## src/rtl/monitor_log_pkg.sv

```systemverilog
// violation codes, numbered by priority, lowest wins within a checker
`default_nettype none

package monitor_log_pkg;

  localparam int code_w = 4;

  typedef enum logic [code_w-1:0] {
    viol_mode_unsupported = 4'd1,
    viol_reset_mode       = 4'd2,
    viol_next_mode        = 4'd3,
    viol_dmode_not_m      = 4'd4,
    viol_mpp_illegal      = 4'd5,
    viol_spp_set          = 4'd6,
    viol_mprv_in_umode    = 4'd7,
    viol_ecall            = 4'd8,
    viol_ebreak           = 4'd9,
    viol_priv_insn        = 4'd10
  } violation_e;

endpackage

`default_nettype wire

```

## src/rtl/riscv_priv_pkg.sv

```systemverilog
// privileged architecture constants for an M+U only core
// instruction words are full 32-bit matches, compressed forms are not decoded
`default_nettype none

package riscv_priv_pkg;

  typedef enum logic [1:0] {
    mode_u = 2'b00,
    mode_s = 2'b01,
    mode_m = 2'b11
  } priv_mode_e;

  typedef enum logic [3:0] {
    ic_other,
    ic_mret,
    ic_dret,
    ic_wfi,
    ic_uret,
    ic_ecall,
    ic_ebreak,
    ic_csr
  } insn_class_e;

  typedef enum logic [5:0] {
    cause_insn_fault  = 6'd1,
    cause_illegal     = 6'd2,
    cause_breakpoint  = 6'd3,
    cause_ecall_u     = 6'd8,
    cause_insn_bus    = 6'd24,
    cause_insn_parity = 6'd25
  } exc_cause_e;

  localparam logic [31:0] mret_insn   = 32'h3020_0073;
  localparam logic [31:0] dret_insn   = 32'h7b20_0073;
  localparam logic [31:0] wfi_insn    = 32'h1050_0073;
  localparam logic [31:0] uret_insn   = 32'h0020_0073;
  localparam logic [31:0] ecall_insn  = 32'h0000_0073;
  localparam logic [31:0] ebreak_insn = 32'h0010_0073;

  localparam logic [31:0] system_opcode = 32'h0000_0073;
  localparam logic [31:0] opcode_mask   = 32'h0000_007f;
  // one bit per funct3 value, set for csrrw/s/c and the immediate forms
  localparam logic [31:0] csr_funct3_set = 32'h0000_00ee;
  localparam int funct3_pos   = 12;
  localparam int csr_priv_pos = 28;

  // mstatus
  localparam int mpp_pos  = 11;
  localparam int spp_pos  = 8;
  localparam int mprv_pos = 17;
  localparam int tw_pos   = 21;

  // dcsr
  localparam int prv_pos     = 0;
  localparam int ebreaku_pos = 12;

endpackage

`default_nettype wire
```

## src/rtl/umode_monitor.sv

```systemverilog
// privilege-mode monitor for an M+U RISC-V retirement trace
// log_rd_data is {code, order} and arrives one cycle after log_rd_addr
`timescale 1ns/100ps
`default_nettype none

module umode_monitor
  import riscv_priv_pkg::*;
  import monitor_log_pkg::*;
#(
  parameter int log_depth = 16,
  parameter int order_w   = 16
) (
  input  logic                           clk_i,
  input  logic                           arst_n,
  input  logic                           retire_valid,
  input  logic [order_w-1:0]             retire_order,
  input  logic [1:0]                     retire_mode,
  input  logic [31:0]                    retire_insn,
  input  logic                           retire_dbg_mode,
  input  logic                           retire_trap,
  input  logic                           retire_exception,
  input  logic [5:0]                     retire_cause,
  input  logic                           retire_intr,
  input  logic [31:0]                    mstatus_rdata,
  input  logic [31:0]                    mstatus_wdata,
  input  logic [31:0]                    mstatus_wmask,
  input  logic [31:0]                    dcsr_rdata,
  input  logic [$clog2(log_depth)-1:0]   log_rd_addr,
  output logic [code_w+order_w-1:0]      log_rd_data,
  output logic [$clog2(log_depth+1)-1:0] log_count,
  output logic                           log_lost
);

  logic               dec_valid;
  priv_mode_e         dec_mode;
  insn_class_e        dec_class;
  logic [1:0]         dec_csr_priv;
  logic               dec_dbg_mode;
  logic               dec_trap;
  logic               dec_exception;
  exc_cause_e         dec_cause;
  logic               dec_intr;
  logic [31:0]        dec_mstatus_rdata;
  logic [31:0]        dec_mstatus_post;
  logic [31:0]        dec_dcsr_rdata;
  logic [order_w-1:0] dec_order;

  logic               trk_viol_stb;
  violation_e         trk_viol_code;
  logic [order_w-1:0] trk_viol_order;
  logic               rul_viol_stb;
  violation_e         rul_viol_code;
  logic [order_w-1:0] rul_viol_order;

  logic               log_wr_stb;
  violation_e         log_wr_code;
  logic [order_w-1:0] log_wr_order;
  logic               arb_lost_stb;

  // all instance ports carry the same names as the nets above
  retire_decode #(.order_w(order_w)) u_decode (.*);

  mode_tracker #(.order_w(order_w)) u_tracker (.*);

  exec_rule_check #(.order_w(order_w)) u_rules (.*);

  violation_arbiter #(.order_w(order_w)) u_arbiter (.*);

  violation_log #(
    .log_depth(log_depth),
    .order_w  (order_w)
  ) u_log (.*);

endmodule

`default_nettype wire

```

## src/rtl/violation_log.sv

```systemverilog
// append-only violation log, keeps the first log_depth entries
// log_depth should be a power of two so every read address is backed
`timescale 1ns/100ps
`default_nettype none

module violation_log
  import monitor_log_pkg::*;
#(
  parameter int log_depth = 16,
  parameter int order_w   = 16
) (
  input  logic                           clk_i,
  input  logic                           arst_n,
  input  logic                           log_wr_stb,
  input  violation_e                     log_wr_code,
  input  logic [order_w-1:0]             log_wr_order,
  input  logic                           arb_lost_stb,
  input  logic [$clog2(log_depth)-1:0]   log_rd_addr,
  output logic [code_w+order_w-1:0]      log_rd_data,
  output logic [$clog2(log_depth+1)-1:0] log_count,
  output logic                           log_lost
);

  localparam int cnt_w  = $clog2(log_depth + 1);
  localparam int addr_w = $clog2(log_depth);

  logic [code_w+order_w-1:0] mem [log_depth];
  logic                      full;
  logic                      wr_en;

  assign full  = (log_count == cnt_w'(log_depth));
  assign wr_en = log_wr_stb && !full;

  // count doubles as the write pointer
  always_ff @(posedge clk_i or negedge arst_n) begin
    if (!arst_n) begin
      log_count <= '0;
      log_lost  <= 1'b0;
    end else begin
      if (wr_en) log_count <= log_count + 1'b1;
      if ((log_wr_stb && full) || arb_lost_stb) log_lost <= 1'b1;
    end
  end

  always_ff @(posedge clk_i) begin
    if (wr_en) mem[log_count[addr_w-1:0]] <= {log_wr_code, log_wr_order};
    log_rd_data <= mem[log_rd_addr];
  end

endmodule

`default_nettype wire

```

## src/rtl/violation_arbiter.sv

```systemverilog
// one pending slot per checker, no back-pressure on the strobes
// a strobe that finds its slot still pending is dropped and flagged as lost
`timescale 1ns/100ps
`default_nettype none

module violation_arbiter
  import monitor_log_pkg::*;
#(
  parameter int order_w = 16
) (
  input  logic               clk_i,
  input  logic               arst_n,
  input  logic               trk_viol_stb,
  input  violation_e         trk_viol_code,
  input  logic [order_w-1:0] trk_viol_order,
  input  logic               rul_viol_stb,
  input  violation_e         rul_viol_code,
  input  logic [order_w-1:0] rul_viol_order,
  output logic               log_wr_stb,
  output violation_e         log_wr_code,
  output logic [order_w-1:0] log_wr_order,
  output logic               arb_lost_stb
);

  logic [1:0]         in_stb;
  logic [1:0]         pend;
  logic [1:0]         grant;
  logic               last_grant;
  violation_e         in_code [2];
  violation_e         pend_code [2];
  logic [order_w-1:0] in_order [2];
  logic [order_w-1:0] pend_order [2];

  assign in_stb      = {rul_viol_stb, trk_viol_stb};
  assign in_code[0]  = trk_viol_code;
  assign in_code[1]  = rul_viol_code;
  assign in_order[0] = trk_viol_order;
  assign in_order[1] = rul_viol_order;

  // slot 0 wins unless slot 1 is waiting and slot 0 went last
  assign grant[0] = pend[0] && (!pend[1] || last_grant);
  assign grant[1] = pend[1] && !grant[0];

  always_ff @(posedge clk_i or negedge arst_n) begin
    if (!arst_n) begin
      pend         <= 2'b00;
      last_grant   <= 1'b1;
      log_wr_stb   <= 1'b0;
      arb_lost_stb <= 1'b0;
    end else begin
      for (int i = 0; i < 2; i++) begin
        if (grant[i]) pend[i] <= 1'b0;
        if (in_stb[i] && !pend[i]) pend[i] <= 1'b1;
      end
      log_wr_stb   <= |grant;
      arb_lost_stb <= |(in_stb & pend);
      if (|grant) last_grant <= grant[1];
    end
  end

  always_ff @(posedge clk_i) begin
    for (int i = 0; i < 2; i++) begin
      if (in_stb[i] && !pend[i]) begin
        pend_code[i]  <= in_code[i];
        pend_order[i] <= in_order[i];
      end
    end
    if (|grant) begin
      log_wr_code  <= grant[1] ? pend_code[1] : pend_code[0];
      log_wr_order <= grant[1] ? pend_order[1] : pend_order[0];
    end
  end

endmodule

`default_nettype wire

```

## src/rtl/exec_rule_check.sv

```systemverilog
// mstatus field rules and u-mode instruction rules
// fields are judged on the post-write mstatus value
`timescale 1ns/100ps
`default_nettype none

module exec_rule_check
  import riscv_priv_pkg::*;
  import monitor_log_pkg::*;
#(
  parameter int order_w = 16
) (
  input  logic               clk_i,
  input  logic               arst_n,
  input  logic               dec_valid,
  input  priv_mode_e         dec_mode,
  input  insn_class_e        dec_class,
  input  logic [1:0]         dec_csr_priv,
  input  logic               dec_trap,
  input  logic               dec_exception,
  input  exc_cause_e         dec_cause,
  input  logic [31:0]        dec_mstatus_rdata,
  input  logic [31:0]        dec_mstatus_post,
  input  logic [31:0]        dec_dcsr_rdata,
  input  logic [order_w-1:0] dec_order,
  output logic               rul_viol_stb,
  output violation_e         rul_viol_code,
  output logic [order_w-1:0] rul_viol_order
);

  violation_e code_d;
  logic       in_u;
  logic       exc_taken;
  logic       hi_fault;
  logic       illegal_ok;
  logic       priv_op;
  logic       bad_mpp;
  logic       bad_spp;
  logic       bad_mprv;
  logic       bad_ecall;
  logic       bad_ebreak;
  logic       bad_priv;

  always_comb begin
    in_u      = (dec_mode == mode_u);
    exc_taken = dec_trap && dec_exception;
    // fetch side faults outrank illegal instruction and ecall
    hi_fault   = dec_cause inside {cause_insn_fault, cause_insn_bus, cause_insn_parity};
    illegal_ok = exc_taken && (hi_fault || (dec_cause == cause_illegal));
    priv_op    = (dec_class inside {ic_mret, ic_uret}) ||
                 ((dec_class == ic_wfi) && dec_mstatus_rdata[tw_pos]) ||
                 ((dec_class == ic_csr) && (dec_csr_priv != 2'b00));

    bad_mpp  = !(dec_mstatus_post[mpp_pos +: 2] inside {mode_u, mode_m});
    bad_spp  = dec_mstatus_post[spp_pos];
    bad_mprv = in_u && dec_mstatus_post[mprv_pos];
    bad_ecall = in_u && (dec_class == ic_ecall) &&
                !(illegal_ok || (exc_taken && (dec_cause == cause_ecall_u)));
    bad_ebreak = in_u && (dec_class == ic_ebreak) && !dec_dcsr_rdata[ebreaku_pos] &&
                 !(exc_taken && (dec_cause == cause_breakpoint));
    bad_priv = in_u && priv_op && !illegal_ok;

    if (bad_mpp) code_d = viol_mpp_illegal;
    else if (bad_spp) code_d = viol_spp_set;
    else if (bad_mprv) code_d = viol_mprv_in_umode;
    else if (bad_ecall) code_d = viol_ecall;
    else if (bad_ebreak) code_d = viol_ebreak;
    else code_d = viol_priv_insn;
  end

  always_ff @(posedge clk_i or negedge arst_n) begin
    if (!arst_n) begin
      rul_viol_stb <= 1'b0;
    end else begin
      rul_viol_stb <= dec_valid &&
                      (bad_mpp || bad_spp || bad_mprv || bad_ecall || bad_ebreak || bad_priv);
    end
  end

  always_ff @(posedge clk_i) begin
    if (dec_valid) begin
      rul_viol_code  <= code_d;
      rul_viol_order <= dec_order;
    end
  end

endmodule

`default_nettype wire

```

## src/rtl/mode_tracker.sv

```systemverilog
// tracks the mode the next retirement must run in
// debug entry is not compared, dmode_not_m covers the first debug retirement
`timescale 1ns/100ps
`default_nettype none

module mode_tracker
  import riscv_priv_pkg::*;
  import monitor_log_pkg::*;
#(
  parameter int order_w = 16
) (
  input  logic               clk_i,
  input  logic               arst_n,
  input  logic               dec_valid,
  input  priv_mode_e         dec_mode,
  input  insn_class_e        dec_class,
  input  logic               dec_dbg_mode,
  input  logic               dec_trap,
  input  logic               dec_intr,
  input  logic [31:0]        dec_mstatus_rdata,
  input  logic [31:0]        dec_dcsr_rdata,
  input  logic [order_w-1:0] dec_order,
  output logic               trk_viol_stb,
  output violation_e         trk_viol_code,
  output logic [order_w-1:0] trk_viol_order
);

  typedef enum logic [1:0] {
    st_first,
    st_run,
    st_dbg
  } trk_state_e;

  trk_state_e state;
  priv_mode_e exp_mode;
  priv_mode_e exp_next;
  violation_e code_d;
  logic       dbg_entry;
  logic       bad_mode;
  logic       bad_reset;
  logic       bad_next;
  logic       bad_dmode;

  always_comb begin
    dbg_entry = (state == st_run) && dec_dbg_mode;
    bad_mode  = !(dec_mode inside {mode_u, mode_m});
    bad_reset = (state == st_first) && (dec_mode != mode_m);
    bad_next  = (state != st_first) && !dec_intr && !dbg_entry && (dec_mode != exp_mode);
    bad_dmode = dec_dbg_mode && (dec_mode != mode_m);

    if (dec_trap) exp_next = mode_m;
    else if (dec_class == ic_mret) exp_next = priv_mode_e'(dec_mstatus_rdata[mpp_pos +: 2]);
    else if (dec_class == ic_dret) exp_next = priv_mode_e'(dec_dcsr_rdata[prv_pos +: 2]);
    else exp_next = dec_mode;

    if (bad_mode) code_d = viol_mode_unsupported;
    else if (bad_reset) code_d = viol_reset_mode;
    else if (bad_next) code_d = viol_next_mode;
    else code_d = viol_dmode_not_m;
  end

  always_ff @(posedge clk_i or negedge arst_n) begin
    if (!arst_n) begin
      state        <= st_first;
      exp_mode     <= mode_m;
      trk_viol_stb <= 1'b0;
    end else begin
      trk_viol_stb <= dec_valid && (bad_mode || bad_reset || bad_next || bad_dmode);
      if (dec_valid) begin
        state    <= dec_dbg_mode ? st_dbg : st_run;
        exp_mode <= exp_next;
      end
    end
  end

  always_ff @(posedge clk_i) begin
    if (dec_valid) begin
      trk_viol_code  <= code_d;
      trk_viol_order <= dec_order;
    end
  end

endmodule

`default_nettype wire

```

## src/rtl/retire_decode.sv

```systemverilog
// one-cycle decode stage shared by both checkers
// payload only loads on retire_valid, dec_valid qualifies it
`timescale 1ns/100ps
`default_nettype none

module retire_decode
  import riscv_priv_pkg::*;
#(
  parameter int order_w = 16
) (
  input  logic               clk_i,
  input  logic               arst_n,
  input  logic               retire_valid,
  input  logic [order_w-1:0] retire_order,
  input  logic [1:0]         retire_mode,
  input  logic [31:0]        retire_insn,
  input  logic               retire_dbg_mode,
  input  logic               retire_trap,
  input  logic               retire_exception,
  input  logic [5:0]         retire_cause,
  input  logic               retire_intr,
  input  logic [31:0]        mstatus_rdata,
  input  logic [31:0]        mstatus_wdata,
  input  logic [31:0]        mstatus_wmask,
  input  logic [31:0]        dcsr_rdata,
  output logic               dec_valid,
  output priv_mode_e         dec_mode,
  output insn_class_e        dec_class,
  output logic [1:0]         dec_csr_priv,
  output logic               dec_dbg_mode,
  output logic               dec_trap,
  output logic               dec_exception,
  output exc_cause_e         dec_cause,
  output logic               dec_intr,
  output logic [31:0]        dec_mstatus_rdata,
  output logic [31:0]        dec_mstatus_post,
  output logic [31:0]        dec_dcsr_rdata,
  output logic [order_w-1:0] dec_order
);

  insn_class_e insn_class;
  logic        is_system;

  always_comb begin
    is_system = ((retire_insn & opcode_mask) == system_opcode);
    if (retire_insn == mret_insn) insn_class = ic_mret;
    else if (retire_insn == dret_insn) insn_class = ic_dret;
    else if (retire_insn == wfi_insn) insn_class = ic_wfi;
    else if (retire_insn == uret_insn) insn_class = ic_uret;
    else if (retire_insn == ecall_insn) insn_class = ic_ecall;
    else if (retire_insn == ebreak_insn) insn_class = ic_ebreak;
    else if (is_system && csr_funct3_set[retire_insn[funct3_pos +: 3]]) insn_class = ic_csr;
    else insn_class = ic_other;
  end

  always_ff @(posedge clk_i or negedge arst_n) begin
    if (!arst_n) begin
      dec_valid <= 1'b0;
    end else begin
      dec_valid <= retire_valid;
    end
  end

  always_ff @(posedge clk_i) begin
    if (retire_valid) begin
      dec_mode          <= priv_mode_e'(retire_mode);
      dec_class         <= insn_class;
      // privilege level sits in csr address bits 9:8
      dec_csr_priv      <= (insn_class == ic_csr) ? retire_insn[csr_priv_pos +: 2] : 2'b00;
      dec_dbg_mode      <= retire_dbg_mode;
      dec_trap          <= retire_trap;
      dec_exception     <= retire_exception;
      dec_cause         <= exc_cause_e'(retire_cause);
      dec_intr          <= retire_intr;
      dec_mstatus_rdata <= mstatus_rdata;
      dec_mstatus_post  <= (mstatus_wdata & mstatus_wmask) | (mstatus_rdata & ~mstatus_wmask);
      dec_dcsr_rdata    <= dcsr_rdata;
      dec_order         <= retire_order;
    end
  end

endmodule

`default_nettype wire

```

## config.mk

```make
export PLATFORM = sky130hd
export DESIGN_NAME = umode_monitor
export DESIGN_NICKNAME = d
export VERILOG_FILES = /design/src/rtl/monitor_log_pkg.sv /design/src/rtl/riscv_priv_pkg.sv /design/src/rtl/umode_monitor.sv /design/src/rtl/violation_log.sv /design/src/rtl/violation_arbiter.sv /design/src/rtl/exec_rule_check.sv /design/src/rtl/mode_tracker.sv /design/src/rtl/retire_decode.sv
export SDC_FILE = /design/constraint.sdc
export NUM_CORES = 1
export LEC_CHECK = 0
export BUFFER_PORTS_ARGS = -buffer_cell sky130_fd_sc_hd__buf_2
export CAP_MARGIN = 25
export CORE_UTILIZATION = 57
export CTS_CLUSTER_SIZE = 20
export DETAILED_ROUTE_END_ITERATION = 10
export PLACE_DENSITY_LB_ADDON = 0.3
export REMOVE_ABC_BUFFERS = 1
export SLEW_MARGIN = 20
export SYNTH_ARGS = -nofsm -noshare
export SYNTH_HDL_FRONTEND = slang
export SYNTH_SLANG_ARGS = --single-unit
```

## constraint.sdc

```tcl
create_clock -name clk_i -period 2.37 [get_ports clk_i]
set_input_delay 0.474 -clock clk_i [delete_from_list [all_inputs] [get_ports clk_i]]
set_output_delay 0.474 -clock clk_i [all_outputs]
set_load 0.01 [all_outputs]
```

Word level (Yosys, flattened, before mapping)
Memories as Yosys holds them, arrays and structs flattened. A register that Yosys moved wholly into a read port is not among the register bits.
Index checks and enable logic that the tools add are counted.
W data, S select, Z words.
{ "classes": {"addsub": 1, "order_cmp": 1, "eq_ne": 27, "muxes": 30, "bitwise_logic": 7, "reduce_logical": 70} }
{ "op_table": {"columns": ["operator", "count"], "rows": [
  ["$and A18 B18 Y18", 2],
  ["$eq A32 B21 Y1 const B", 1],
  ["$eq A32 B22 Y1 const B", 1],
  ["$eq A32 B29 Y1 const B", 1],
  ["$eq A32 B30 Y1 const B", 1],
  ["$eq A32 B31 Y1 const B", 1],
  ["$eq A32 B7 Y1 const B", 1],
  ["$logic_and A1 B1 Y1", 29],
  ["$mux W4", 7],
  ["$eq A4 B3 Y1 const B", 5],
  ["$mux W2", 9],
  ["$not A18 Y18", 1],
  ["$or A18 B18 Y18", 1],
  ["$mux W16", 1],
  ["$logic_or A1 B1 Y1", 14],
  ["$reduce_bool A2 Y1", 7],
  ["$eq A6 B2 Y1 const B", 2],
  ["$eq A6 B5 Y1 const B", 2],
  ["$logic_not A1 Y1", 12],
  ["$mux W1", 11],
  ["$eq A4 B2 Y1 const B", 2],
  ["$eq A7 B7 Y1 const B", 1],
  ["$eq A6 B1 Y1 const B", 1],
  ["$eq A6 B4 Y1 const B", 1],
  ["other kinds (15)", 22]
]} }
{ "word_totals": {"register_bits": 148, "mem_bits_rw": 360, "romBits": 8, "elab_cells": 171, "n_memories": 4} }
{ "mem_list": {"columns": ["name", "depth", "width", "read_ports", "rd_ports_with_merged_regs", "wr", "line", "text"], "rows": [
  ["u_log.mem", 16, 20, 1, 1, 1, "violation_log.sv:27", "logic [code_w+order_w-1:0] mem [log_depth];"],
  ["u_arbiter.pend_order", 2, 16, 2, 0, 2, "violation_arbiter.sv:32", "logic [order_w-1:0] pend_order [2];"],
  ["(name not given)", 8, 1, 1, 0, 0, "retire_decode.sv:52", "else if (is_system && csr_funct3_set[retire_insn[funct3_pos +: 3]]) insn_class = ic_csr;"],
  ["u_arbiter.pend_code", 2, 4, 2, 0, 2, "violation_arbiter.sv:30", "violation_e pend_code [2];"]
]} }

Longest topological paths before layout
{ "depth": {"ltp_word": 11, "ltp_mapped": 7} }

Cells and area by module
From an unflattened synthesis, not the netlist that was laid out.
{ "hier_totals": {"hier_cells": 967, "area_unflattened_um2": 21360.5} }
{ "by_module_without_submodules": {"columns": ["module", "instances", "cells_each", "area_each_um2", "seq_area_each_um2"], "rows": [
  ["violation_log", 1, 561, 12843.6, 10159.7],
  ["retire_decode", 1, 194, 4479.3, 3898.7],
  ["violation_arbiter", 1, 97, 2244.7, 1928.1],
  ["mode_tracker", 1, 58, 929.6, 698.2],
  ["exec_rule_check", 1, 57, 863.3, 625.6]
]} }

Worst setup path after synthesis
OpenSTA, ideal clock, no wires.
{ "synth_timing": {"path_kind": "reg2reg", "startpoint": "reg u_log.log_count[0]", "endpoint": "mem u_log.mem[3][0] (netlist bit), enable pin", "setup_ns": 0.378, "arrival_ns": 1.729, "t_required_ns": 1.992, "slack_ns": 0.262, "stages_incl_launch_ff": 7, "period_less_slack_ns": 2.108, "cell_sequence": "dfrtp_1 > inv_1 > ha_1 > nand3_1 > nand2_1 > nor3_1 > and2_1"} }
{ "synth_via": {"elab_chain_len": 5} }
{ "synth_lines": {"columns": ["item", "line", "text"], "rows": [
  ["from (decl)", "violation_log.sv:20", "output logic [$clog2(log_depth+1)-1:0] log_count,"],
  ["from (signal assigned)", "violation_log.sv:40", "if (wr_en) log_count <= log_count + 1'b1;"],
  ["$eq A5 B5 Y1", "violation_log.sv:31", "assign full = (log_count == cnt_w'(log_depth));"],
  ["$logic_not A1 Y1", "violation_log.sv:32", "assign wr_en = log_wr_stb && !full;"],
  ["$logic_and A1 B1 Y1", "violation_log.sv:32", null],
  ["$mux W1", "violation_log.sv:46", "if (wr_en) mem[log_count[addr_w-1:0]] <= {log_wr_code, log_wr_order};"],
  ["$mux W1 (not written as such)", "violation_log.sv:46", null],
  ["to (decl)", "violation_log.sv:27", null]
]} }
Parallel ways exist; a longest one is shown, timed or not.

Worst setup path in the final report
{ "layout_timing": {"startpoint": "reg u_log.log_count[0]", "endpoint": "mem u_log.mem[0][6] (netlist bit), enable pin"} }
Same word-level chain as after synthesis.

==> qor.yml <==
status: "finished, final reports clean"
yosysWarnings: 0
cts_htree_levels: 2
port_buffers: 108
cts_buffers: 47
mostFrequentLayoutCell: "edfxtp_1"
startpoint_type: "register"
clock_sinks: 483
fmax_mhz: 502
synth_adder_area_share: 0.00422
nFillCells: 1914
grt-ovfl-total: 0
cp_slowest_cell: "dfrtp_1"
cpLargestDelayFamily: "simple AND/OR/NAND/NOR gates"
crit_buf_inv: 2
fin_crit_ps: 1990
required_ps: 2600
nets: 1146
p_per_area_nw_per_um2: 1030
cts-root-buf: "clkbuf_16"
cts_tree: "yes"
grt_pass1_wl_um: 48900
worst_clock_skew_ps: 15.6
ys_async_sr_fraction: 0.0373
finalSetupTns_ps: 0
slew_headroom: 0.577
min_path_type: "in2reg"
grt_pass1_vias: 8424
hpwl_um: 17500
dieArea_sq_um: 31900
clk_pin_slew_ps: 60
ys.flop_type: "edfxtp_1"
clockBufferDepth: 3
synthTopCellsByArea: "edfxtp_1 (75%), mux4_2 (12%), dfxtp_1 (2.2%)"
synth-seq-cells: 483
crit-reg2reg-launch: "u_log.log_count[0]"
syn_area_sq_um: 17800
place_area_sq_um: 19100
start_util: 0.581
num_antenna_cells: 0
synth_edf_count: 445
crit_path_end_kind: "register"
design_area_sq_um: 20600
synth_area_per_cell_sq_um: 22.8
mostFrequentLayoutCells: "edfxtp_1 (445), buf_2 (106), mux4_2 (96)"
antenna_found_initial: 0
core-area_sq_um: 30700
synth_cell_types: 49
rsz0062_at_grt: "no"
p_leak_nw: 6.91
cap_violations: 0
setup_violations: 0
die_w_um: 179
clock_latency_ps: 550
synth_top_cell_by_area: "edfxtp_1"
drive_gt1_frac: 0.352
setup_ws_ps: 376
drv_slew: 0
synth-simple-area-share: 0.0252
grt_max_degree: 45
crit_type: "reg2reg"
fin_util: 0.670
synthCells: 782
drt_iter0_markers: 597
finalHoldViolCount: 0
ir_worst_vdd_v: 0.000658
dr.pass1.iters: 4
tightest_slew_ps: 634
ant_nets: 0
worstPathCellList: "inv_1 > ha_1 > nand3_1 > nand2_1 > nor3_1 > and2_1 > buf_12"
wl_per_cell_um: 23.4
grtUsageTotal: 0.213
arrival_ps: 2230
drc_errors: 0
synth_top_family_by_area: "multiplexers"
pre_cts_ws_ps: 213
place_congestion: 0.744
synth_top_area_share: 0.751
hold_start: "retire_cause[2]"
muxShareOfSynthArea: 0.143
wirelength_um: 32200
synth_xor_area_frac: 0.00344
fin_crit_sh: 0.841
crit_path_max_fanout: 20
startpoint: "u_log.log_count[0]"
viasPerCell: 5.86
dieHeight_um: 179
pin_count: 221
area.growth.synth_to_final_pct: 15.4
vias: 8073
finalPower_w: 0.0211
yosysSeqAreaShare: 0.799
synth_compound_area_frac: 0.0153
rows: 64
slowest_delay_ps: 440
## Yosys cell counts, drive strengths merged (4+ instances only)
cell type	count
a21oi	11
and2	7
buf	9
clkbuf	18
dfrtp	15
dfxtp	20
edfxtp	445
ha	6
inv	9
mux2	25
mux4	100
nand2	14
nand2b	6
nand3	5
nor2	28
nor2b	5
nor3	5
xnor2	4
## path summary, 6_finish.rpt
check,endpoint,slack (ps),cells after the start
hold / removal,u_decode.dec_cause[2],100,1
max in group asynchronous,u_arbiter.last_grant,1620,2
min in group asynchronous,u_arbiter.log_wr_stb,420,2
setup reg to reg,u_log.mem[0][6],380,7
setup / recovery,u_log.mem[0][6],380,7
hold reg to reg,u_arbiter.pend_code[0][5],410,0
## timing repair
action                                 4_1_cts  5_1_grt
hold buffers                                 1        0
setup buffers                                0        0
resized for setup                            0        0
endpoints found under the hold margin       15        0
## sequential cells by signal, summed over array words and instances, names as in the netlist, 2 cells and up
signal and count:
u_decode.dec_csr_priv 2, u_log.log_count 5, u_log.mem 320, u_log.log_rd_data 20, u_rules.rul_viol_order 16, u_decode.dec_mstatus_rdata 3
u_tracker.state 2, u_arbiter.pend_order 32, u_decode.dec_mode 2, u_decode.dec_class 3, u_decode.dec_cause 6, u_arbiter.log_wr_code 4
u_decode.dec_order 16, u_tracker.trk_viol_code 3, u_tracker.exp_mode 2, u_arbiter.pend_code 7, u_arbiter.pend 2, u_decode.dec_dcsr_rdata 3
u_rules.rul_viol_code 4, u_arbiter.log_wr_order 16, u_decode.dec_mstatus_post 4
## logic make-up (layout without fill, tap and decap cells)
family | after synthesis | count (layout)
buf+inv | 36 | 236
flops | 483 | 483
compound gates | 38 | 38
simple gates | 87 | 87
mux | 125 | 125
xor+xnor | 7 | 7
fa+ha+maj | 6 | 6
## through the flow
step                      hold WS (ps)  instances
final                              103       1378
after global routing              84.3       1378
after CTS                         77.5       1378
after detailed placement           405       1291
after global placement             402       1291
after floorplan                    178        755
## where the power goes
part | total, W | switching [W] | internal [W]
combinational | 0.00223 | 0.00129 | 0.000940
clock | 0.00690 | 0.00295 | 0.00395
sequential | 0.0120 | 0.000822 | 0.0112
total | 0.0211 | 0.00506 | 0.0161
## final cells by class
cell class | count | area [sq um] | area share
tap | 396 | 495 | 0.0241
multi-input combinational | 263 | 3440 | 0.168
sequential | 483 | 14200 | 0.692
clock inverter | 20 | 120 | 0.00584
clock buffer | 66 | 1310 | 0.0637
timing repair buffer | 141 | 933 | 0.0454
inverter | 9 | 33.8 | 0.00164
## worst reg2reg max path, cell delays in order (launching register included)
cell     delay [ps]
dfrtp_1         440
inv_1           100
ha_1            230
nand3_1          90
nand2_1         110
nor3_1          260
and2_1          220
buf_12          220
## per-layer routing
metal | vias up | GRT usage | part of all wire
li1 | 3585 | - | -
met1 | 4157 | 0.270 | 0.39
met2 | 259 | 0.372 | 0.53
met3 | 72 | 0.0356 | 0.054
met4 | 0 | 0.0809 | 0.031
met5 | - | 0 | 0
No activity file was read; power rests on OpenSTA's default activity.
